**src/common/fc_geom_pkg.sv**
```systemverilog
// Geometry is fixed at build time; the layer has no runtime shape configuration
package fc_geom_pkg;

    // Bytes per memory word
    localparam int LANES         = 8;

    // Words in the feature map and in one weight row
    localparam int WORDS_PER_ROW = 48;

    localparam int NUM_CLASSES   = 29;

    // One read per word of every weight row
    localparam int TOTAL_READS   = NUM_CLASSES * WORDS_PER_ROW;

    // Address issue to score valid
    // memory 1, multiply 1, adder tree 2, accumulate 1
    localparam int FRONT_DEPTH   = 5;

    localparam int WORD_IDX_W    = 6;

    typedef logic [WORD_IDX_W-1:0] fc_word_idx_t;

endpackage

```
**src/common/fc_types_pkg.sv**
```systemverilog
// Widths assume signed 8-bit lanes and rows of at most 384 products, so scores cannot overflow
package fc_types_pkg;

    ////////////////////////////////////////////////////////////////////////////
    // Basic widths
    ////////////////////////////////////////////////////////////////////////////

    localparam int DATA_W    = 8;
    localparam int WORD_W    = 64;
    localparam int PROD_W    = 2 * DATA_W;

    // 384 products of 15-bit magnitude fit in 25 signed bits
    localparam int ACC_W     = 25;
    localparam int CLASS_W   = 5;
    localparam int ADDR_W    = 16;
    localparam int FM_BASE_W = 9;
    localparam int WT_BASE_W = 13;

    ////////////////////////////////////////////////////////////////////////////
    // Vector types
    ////////////////////////////////////////////////////////////////////////////

    // Memory word, lane 0 in the low byte
    typedef logic        [WORD_W-1:0]    fc_word_t;

    typedef logic signed [DATA_W-1:0]    fc_byte_t;
    typedef logic signed [PROD_W-1:0]    fc_prod_t;
    typedef logic signed [ACC_W-1:0]     fc_acc_t;

    typedef logic        [CLASS_W-1:0]   fc_class_t;

    // Memory addresses
    typedef logic        [ADDR_W-1:0]    fc_fm_addr_t;
    typedef logic        [ADDR_W-1:0]    fc_wt_addr_t;

    // Base inputs, zero extended into the address
    typedef logic        [FM_BASE_W-1:0] fc_fm_base_t;
    typedef logic        [WT_BASE_W-1:0] fc_wt_base_t;

endpackage

```
**src/fc_front/fc_front.sv**
```systemverilog
// Data to score takes 4 cycles; i_last must mark the final word of every row
`timescale 1ns/100ps

module fc_front (
    input  logic                    clk,
    input  logic                    rst_n,
    input  logic                    i_valid,
    input  logic                    i_last,
    input  fc_types_pkg::fc_class_t i_class,
    input  fc_types_pkg::fc_word_t  i_fm_word,
    input  fc_types_pkg::fc_word_t  i_wt_word,
    output logic                    o_score_valid,
    output fc_types_pkg::fc_acc_t   o_score,
    output fc_types_pkg::fc_class_t o_score_class
);
    import fc_types_pkg::*;
    import fc_geom_pkg::*;

    fc_byte_t  fm_lane [LANES];
    fc_byte_t  wt_lane [LANES];
    fc_prod_t  prod_q  [LANES];
    fc_acc_t   pair_q  [LANES/2];
    fc_acc_t   word_sum;
    fc_acc_t   word_q;
    fc_acc_t   acc_q;

    // Side band per stage, index 0 after the multiply
    logic      [2:0] vld_q;
    logic      [2:0] last_q;
    fc_class_t cls_q [3];

    // Next valid word starts a new row
    logic      first_q;

    ////////////////////////////////////////////////////////////////////////////
    // Lane split and multiply
    ////////////////////////////////////////////////////////////////////////////

    always_comb begin
        for (int l = 0; l < LANES; l++) begin
            fm_lane[l] = fc_byte_t'(i_fm_word[l*DATA_W +: DATA_W]);
            wt_lane[l] = fc_byte_t'(i_wt_word[l*DATA_W +: DATA_W]);
        end
    end

    always_ff @(posedge clk) begin
        for (int l = 0; l < LANES; l++) begin
            prod_q[l] <= fm_lane[l] * wt_lane[l];
        end
    end

    ////////////////////////////////////////////////////////////////////////////
    // Two-level adder tree
    ////////////////////////////////////////////////////////////////////////////

    // Four pair sums, then one word sum
    always_comb begin
        word_sum = '0;
        for (int p = 0; p < LANES/2; p++) begin
            word_sum = word_sum + pair_q[p];
        end
    end

    always_ff @(posedge clk) begin
        for (int p = 0; p < LANES/2; p++) begin
            pair_q[p] <= prod_q[2*p] + prod_q[2*p+1];
        end
        word_q <= word_sum;
    end

    always_ff @(posedge clk or negedge rst_n) begin
        if (!rst_n) begin
            vld_q  <= '0;
            last_q <= '0;
        end else begin
            vld_q  <= {vld_q[1:0], i_valid};
            last_q <= {last_q[1:0], i_valid & i_last};
        end
    end

    always_ff @(posedge clk) begin
        cls_q[0] <= i_class;
        cls_q[1] <= cls_q[0];
        cls_q[2] <= cls_q[1];
    end

    ////////////////////////////////////////////////////////////////////////////
    // Row accumulator
    ////////////////////////////////////////////////////////////////////////////

    always_ff @(posedge clk or negedge rst_n) begin
        if (!rst_n) begin
            first_q       <= 1'b1;
            o_score_valid <= 1'b0;
        end else begin
            o_score_valid <= vld_q[2] & last_q[2];
            if (vld_q[2]) begin
                first_q <= last_q[2];
            end
        end
    end

    // Restart from zero on the first word of a row
    always_ff @(posedge clk) begin
        if (vld_q[2]) begin
            acc_q         <= (first_q ? fc_acc_t'('0) : acc_q) + word_q;
            o_score_class <= cls_q[2];
        end
    end

    assign o_score = acc_q;

endmodule

```
**src/fc_addr_gen.sv**
```systemverilog
// Bases are sampled every cycle and must stay stable while o_busy is high
`timescale 1ns/100ps

module fc_addr_gen (
    input  logic                      clk,
    input  logic                      rst_n,
    input  logic                      i_start,
    input  fc_types_pkg::fc_fm_base_t i_fm_base,
    input  fc_types_pkg::fc_wt_base_t i_wt_base,
    input  logic                      i_result_taken,
    output fc_types_pkg::fc_fm_addr_t o_fm_addr,
    output fc_types_pkg::fc_wt_addr_t o_wt_addr,
    output logic                      o_rd_valid,
    output logic                      o_last_word,
    output fc_types_pkg::fc_class_t   o_class_idx,
    output logic                      o_busy
);
    import fc_types_pkg::*;
    import fc_geom_pkg::*;

    typedef enum logic [1:0] {
        IDLE,
        READ,
        WAIT_RESULT
    } state_t;

    state_t       state;
    fc_word_idx_t word_cnt;
    fc_class_t    class_cnt;
    fc_wt_addr_t  wt_off;
    logic         row_end;
    logic         layer_end;

    assign row_end   = (word_cnt == fc_word_idx_t'(WORDS_PER_ROW - 1));
    assign layer_end = row_end && (class_cnt == fc_class_t'(NUM_CLASSES - 1));

    // Counters sit at zero outside READ, so idle addresses equal the bases
    always_ff @(posedge clk or negedge rst_n) begin
        if (!rst_n) begin
            state     <= IDLE;
            word_cnt  <= '0;
            class_cnt <= '0;
            wt_off    <= '0;
        end else begin
            case (state)
                IDLE: begin
                    if (i_start) begin
                        state <= READ;
                    end
                end
                READ: begin
                    if (layer_end) begin
                        word_cnt  <= '0;
                        class_cnt <= '0;
                        wt_off    <= '0;
                        state     <= WAIT_RESULT;
                    end else if (row_end) begin
                        word_cnt  <= '0;
                        class_cnt <= class_cnt + 1'b1;
                        // Next weight row
                        wt_off    <= wt_off + fc_wt_addr_t'(WORDS_PER_ROW);
                    end else begin
                        word_cnt  <= word_cnt + 1'b1;
                    end
                end
                WAIT_RESULT: begin
                    if (i_result_taken) begin
                        state <= IDLE;
                    end
                end
                default: begin
                    state <= IDLE;
                end
            endcase
        end
    end

    assign o_fm_addr = fc_fm_addr_t'(i_fm_base) + fc_fm_addr_t'(word_cnt);
    assign o_wt_addr = fc_wt_addr_t'(i_wt_base) + wt_off + fc_wt_addr_t'(word_cnt);
    assign o_busy    = (state != IDLE);

    // Tags delayed one cycle to meet the memory data
    always_ff @(posedge clk or negedge rst_n) begin
        if (!rst_n) begin
            o_rd_valid  <= 1'b0;
            o_last_word <= 1'b0;
        end else begin
            o_rd_valid  <= (state == READ);
            o_last_word <= (state == READ) && row_end;
        end
    end

    always_ff @(posedge clk) begin
        o_class_idx <= class_cnt;
    end

endmodule

```
**src/fc_argmax.sv**
```systemverilog
// Class 0 must arrive first in each run; ties keep the lower class index
`timescale 1ns/100ps

module fc_argmax (
    input  logic                    clk,
    input  logic                    rst_n,
    input  logic                    i_score_valid,
    input  fc_types_pkg::fc_acc_t   i_score,
    input  fc_types_pkg::fc_class_t i_score_class,
    input  logic                    i_result_ready,
    output logic                    o_result_valid,
    output fc_types_pkg::fc_class_t o_class,
    output fc_types_pkg::fc_acc_t   o_score,
    output logic                    o_taken
);
    import fc_types_pkg::*;
    import fc_geom_pkg::*;

    fc_acc_t   best_score;
    fc_class_t best_class;
    fc_acc_t   next_score;
    fc_class_t next_class;
    logic      take;
    logic      last_class;

    // Strict compare, class 0 loads regardless
    assign take       = (i_score_class == '0) || (i_score > best_score);
    assign next_score = take ? i_score : best_score;
    assign next_class = take ? i_score_class : best_class;
    assign last_class = (i_score_class == fc_class_t'(NUM_CLASSES - 1));

    always_ff @(posedge clk) begin
        if (i_score_valid) begin
            best_score <= next_score;
            best_class <= next_class;
        end
        if (i_score_valid && last_class) begin
            o_score <= next_score;
            o_class <= next_class;
        end
    end

    ////////////////////////////////////////////////////////////////////////////
    // Result handshake
    ////////////////////////////////////////////////////////////////////////////

    always_ff @(posedge clk or negedge rst_n) begin
        if (!rst_n) begin
            o_result_valid <= 1'b0;
        end else if (i_score_valid && last_class) begin
            o_result_valid <= 1'b1;
        end else if (o_taken) begin
            o_result_valid <= 1'b0;
        end
    end

    // Transfer cycle, frees the sequencer
    assign o_taken = o_result_valid & i_result_ready;

endmodule

```
**src/fc_layer.sv**
```systemverilog
// Memories need one cycle of read latency; result valid comes 1397 edges after start is taken
`timescale 1ns/100ps

module fc_layer (
    input  logic                      clk,
    input  logic                      rst_n,
    input  logic                      i_start,
    input  fc_types_pkg::fc_fm_base_t i_fm_base,
    input  fc_types_pkg::fc_wt_base_t i_wt_base,
    input  fc_types_pkg::fc_word_t    i_fm_data,
    input  fc_types_pkg::fc_word_t    i_wt_data,
    output fc_types_pkg::fc_fm_addr_t o_fm_addr,
    output fc_types_pkg::fc_wt_addr_t o_wt_addr,
    output logic                      o_result_valid,
    input  logic                      i_result_ready,
    output fc_types_pkg::fc_class_t   o_class,
    output fc_types_pkg::fc_acc_t     o_score,
    output logic                      o_busy
);
    import fc_types_pkg::*;

    // Sequencer tags, aligned with memory data
    logic      rd_valid;
    logic      last_word;
    fc_class_t class_idx;

    // Per-class scores
    logic      score_valid;
    fc_acc_t   score;
    fc_class_t score_class;

    logic      result_taken;

    fc_addr_gen u_addr_gen (
        .clk            (clk),
        .rst_n          (rst_n),
        .i_start        (i_start),
        .i_fm_base      (i_fm_base),
        .i_wt_base      (i_wt_base),
        .i_result_taken (result_taken),
        .o_fm_addr      (o_fm_addr),
        .o_wt_addr      (o_wt_addr),
        .o_rd_valid     (rd_valid),
        .o_last_word    (last_word),
        .o_class_idx    (class_idx),
        .o_busy         (o_busy)
    );

    fc_front u_front (
        .clk           (clk),
        .rst_n         (rst_n),
        .i_valid       (rd_valid),
        .i_last        (last_word),
        .i_class       (class_idx),
        .i_fm_word     (i_fm_data),
        .i_wt_word     (i_wt_data),
        .o_score_valid (score_valid),
        .o_score       (score),
        .o_score_class (score_class)
    );

    fc_argmax u_argmax (
        .clk            (clk),
        .rst_n          (rst_n),
        .i_score_valid  (score_valid),
        .i_score        (score),
        .i_score_class  (score_class),
        .i_result_ready (i_result_ready),
        .o_result_valid (o_result_valid),
        .o_class        (o_class),
        .o_score        (o_score),
        .o_taken        (result_taken)
    );

endmodule
```
**config.mk**
```make
export PLATFORM = sky130hd
export DESIGN_NAME = fc_layer
export DESIGN_NICKNAME = d
export VERILOG_FILES = /design/src/common/fc_geom_pkg.sv /design/src/common/fc_types_pkg.sv /design/src/fc_front/fc_front.sv /design/src/fc_addr_gen.sv /design/src/fc_argmax.sv /design/src/fc_layer.sv
export SDC_FILE = /design/constraint.sdc
export NUM_CORES = 2
export LEC_CHECK = 0
export BUFFER_PORTS_ARGS = -buffer_cell sky130_fd_sc_hd__buf_2
export CORE_UTILIZATION = 50
export DETAILED_ROUTE_END_ITERATION = 6
export GPL_ROUTABILITY_DRIVEN = 1
export GPL_TIMING_DRIVEN = 0
export PLACE_DENSITY = 0.66
export SYNTH_ARGS = -nofsm -noshare
export SYNTH_HDL_FRONTEND = slang
export SYNTH_SLANG_ARGS = --single-unit
```
**constraint.sdc**
```tcl
create_clock -name clk -period 3.5 [get_ports clk]
set_input_delay 0.175 -clock clk [delete_from_list [all_inputs] [get_ports clk]]
set_output_delay 0.175 -clock clk [all_outputs]
set_load 0.05 [all_outputs]
```
==> flow_summary.ini <==
[run_status]
status = complete, but fails checks
violations = negative setup slack

[layout]
fin_area_sq_um = 43100
layout.nets = 5050
drive_above_1_share = 0.182
fillers = 6165
final_common_cell = inv_1
area_delta_synth_final_pct = 17.9
mostFrequentLayoutCells = inv_1, fa_1, ha_1
instances_no_fill = 4996
final_util = 0.599

[routing]
ant_nets = 0
vias_per_cell = 5.02
routed_wl_um = 74200
first_iter_violations = 916
wl_per_cell_um = 14.8
via_count = 25100
drt_pass1_iterations = 7
drc = 0

[die]
die_area_sq_um = 74100
core_area_sq_um = 71900
fp-row-count = 98
start_util = 0.508
io_pins = 218
die_w_um = 272
dieHeight_um = 272

[sta]
slew_viol_final = 0
period_share = 1.04
tightestPinTransition_ps = 951
finalWorstSetupSlack_ps = -143
min_period_ps = 3640
fmax_mhz = 275
fin_skew_ps = 21.4
finalSetupViolCount = 8
hold_viol = 0
rsz0062_at_grt = true
slew-limit-headroom = 0.365

[placed_design]
dp_cells = 4824
place.port_buffers = 210
placed_area_sq_um = 39300
dpl.hpwl_um = 59500
dp_slack_ps = -920
place_congestion = 0.872

[synth]
synth-simple-area-share = 0.134
synth_warnings = 0
synthArstFlopShare = 0.0981
synth_seq_cells = 367
synth_top_family_by_area = adder cells
syn_area_sq_um = 36500
synth_cells = 3658
synth_largest_type_area_fraction = 0.265
avgSynthCellArea_sq_um = 9.98
yosysTopAreaCell = fa_1
yosys.area_share.adder = 0.402
muxShareOfSynthArea = 0.0147
synth-xor-area-share = 0.0540
synth_compound_area_frac = 0.0861
yosysSeqAreaShare = 0.231
synth_ff_type = dfxtp_1
synth_edf_count = 90
synthTopCellsByArea = fa_1, ha_1, dfxtp_1
yosys.cell_types.count = 77

[setup_path]
arrival_ps = 4120
path_max_fanout = 8
endpoint_kind = register
timing.critical_path.from_type = input pin
crit_type = in -> reg
worstReg2RegEnd = u_front.word_q[18]
ff2ff_setup_slack_ps = 180
crit-reg2reg-launch = u_front.pair_q[3][2]
r2r_cells = 11
crit_required_ps = 3970

[global_routing]
grt_max_degree = 37
grt_pass1_vias = 25700
grt-ovfl-total = 0
antenna_found_initial = 1
grtUsageTotal = 0.204
grt_pass1_wl_um = 124000

[pwr]
power_density_nw_per_um2 = 1020
vdd_ir_drop_max_mv = 1.44
p_leak_uw = 0.0205

[worst_hold_path]
hold_end = u_front.prod_q[1][1]
holdPathStages = 3
hold_class = in -> reg
hp-start = i_wt_data[33]

[clocking]
clkSlewWorstSetupHoldPaths_ps = 70
insertion_delay_ps = 540
cts.sink_count = 367
htreeDepth = 2
clockBufferDepth = 3
numCtsBuffers = 40
ctsRootBufferMaster = clkbuf_16
cts_tree = done

[run]
cap_violations = 0
## flip-flops by register name (all words and copies together), names as in the netlist, 12 cells and up
signal	cells
u_front.prod_q	128
u_argmax.o_score	25
u_front.cls_q	15
u_argmax.best_score	25
u_addr_gen.wt_off	12
u_front.word_q	25
u_front.pair_q	68
u_front.o_score	25
## power breakdown
part / total [uW] / internal, uW / leakage [uW] / switching (uW)
logic: 32400 / 15100 / 0.0165 / 17300
clock network: 4040 / 2290 / 0.000627 / 1750
registers: 7590 / 6640 / 0.00334 / 951
## per-stage QoR
step                total power [uW]  hold WS, ps  TNS (ps)
global route                   48600         15.0     -2570
finish                         44000         22.8      -614
CTS                            42600         11.1      -834
floorplan                      30600         -121     -3960
detailed placement             36900          312    -24100
global placement               36600          310    -40470
## critical path: stages
cell      delay (ps)
buf_12           110
and2_4           150
fa_1             520
inv_1             50
fa_1             550
inv_2             40
fa_1             490
inv_2             50
fa_2             520
inv_2             40
ha_4             240
o21ai_2           80
a21boi_2          80
o21ai_1          120
nand2b_1         130
a31oi_4          200
or4b_1           450
nand4_1          100
## synth_stat cells, types with 5 or more instances
cell type	instances
o21a_1	43
a211o_1	5
a311o_1	6
nor2_1	120
dfxtp_1	241
clkbuf_1	8
a21oi_1	135
o21bai_1	16
o211ai_1	9
o31a_1	10
nand3_1	20
mux2i_1	5
nor2b_1	100
a21boi_0	7
ha_1	398
or3_1	7
or2_2	9
a31oi_1	14
nand2_1	189
o31ai_1	6
xnor2_1	170
buf_4	6
a211oi_1	13
nor3_1	21
fa_1	484
xor2_1	55
dfrtp_1	35
nand4_1	25
nor4_1	7
mux2_2	18
inv_1	736
and3_1	9
a21o_1	65
mux2_4	19
nand2b_1	36
o21ai_0	94
edfxtp_1	90
and2_1	342
o41ai_1	5
## cell families after synthesis
kind of cell,after synthesis
adder cells (fa/ha/maj),882
multiplexers,42
XOR/XNOR,225
buffers and inverters,753
flip-flops,367
other,1
AND/OR/NAND/NOR,908
AO/OA/AOI/OAI,480
## cell type report
class / count / area, sq um / share of cell area
Clock inverter: 22 / 190 / 0.00442
Timing Repair Buffer: 309 / 2430 / 0.0563
Sequential cell: 367 / 8440 / 0.196
Inverter: 737 / 2780 / 0.0646
Clock buffer: 51 / 1080 / 0.0250
Multi-Input combinational cell: 2543 / 26800 / 0.623
Antenna cell: 1 / 2.50 / 0.0000581
Buffer: 16 / 126 / 0.00293
Tap cell: 950 / 1190 / 0.0276
## layer usage
| layer | track usage | vias up | wire length, um |
|---|---|---|---|
| li1 | - | 12400 | - |
| met1 | 0.285 | 12200 | 34600 |
| met2 | 0.342 | 388 | 35600 |
| met3 | 0.0224 | 92 | 2470 |
| met4 | 0.0444 | 0 | 1540 |
| met5 | 0 | - | 0 |
## worst max path at each step
stage	start	end	slack, ps
final	i_fm_data[21]	u_front.prod_q[0][46]	-140
after global routing	i_fm_data[21]	u_front.prod_q[0][46]	-280
after CTS	i_wt_data[1]	u_front.prod_q[0][14]	-220
after detailed placement	i_wt_data[8]	u_front.prod_q[0][31]	-920
after global placement	i_wt_data[8]	u_front.prod_q[0][31]	-900
after floorplan	i_fm_data[3]	u_front.prod_q[0][14]	-440
## what timing repair did
| item | in CTS | in global routing |
|---|---|---|
| hold buffers | 20 | 1 |
| pin swaps | 66 | 143 |
| hold endpoints to repair | 47 | 1 |
| buffers inserted | 34 | 45 |
| resized for setup | 171 | 311 |
| setup endpoints to repair | 30 | 50 |
(Power assumes the default switching activity.)
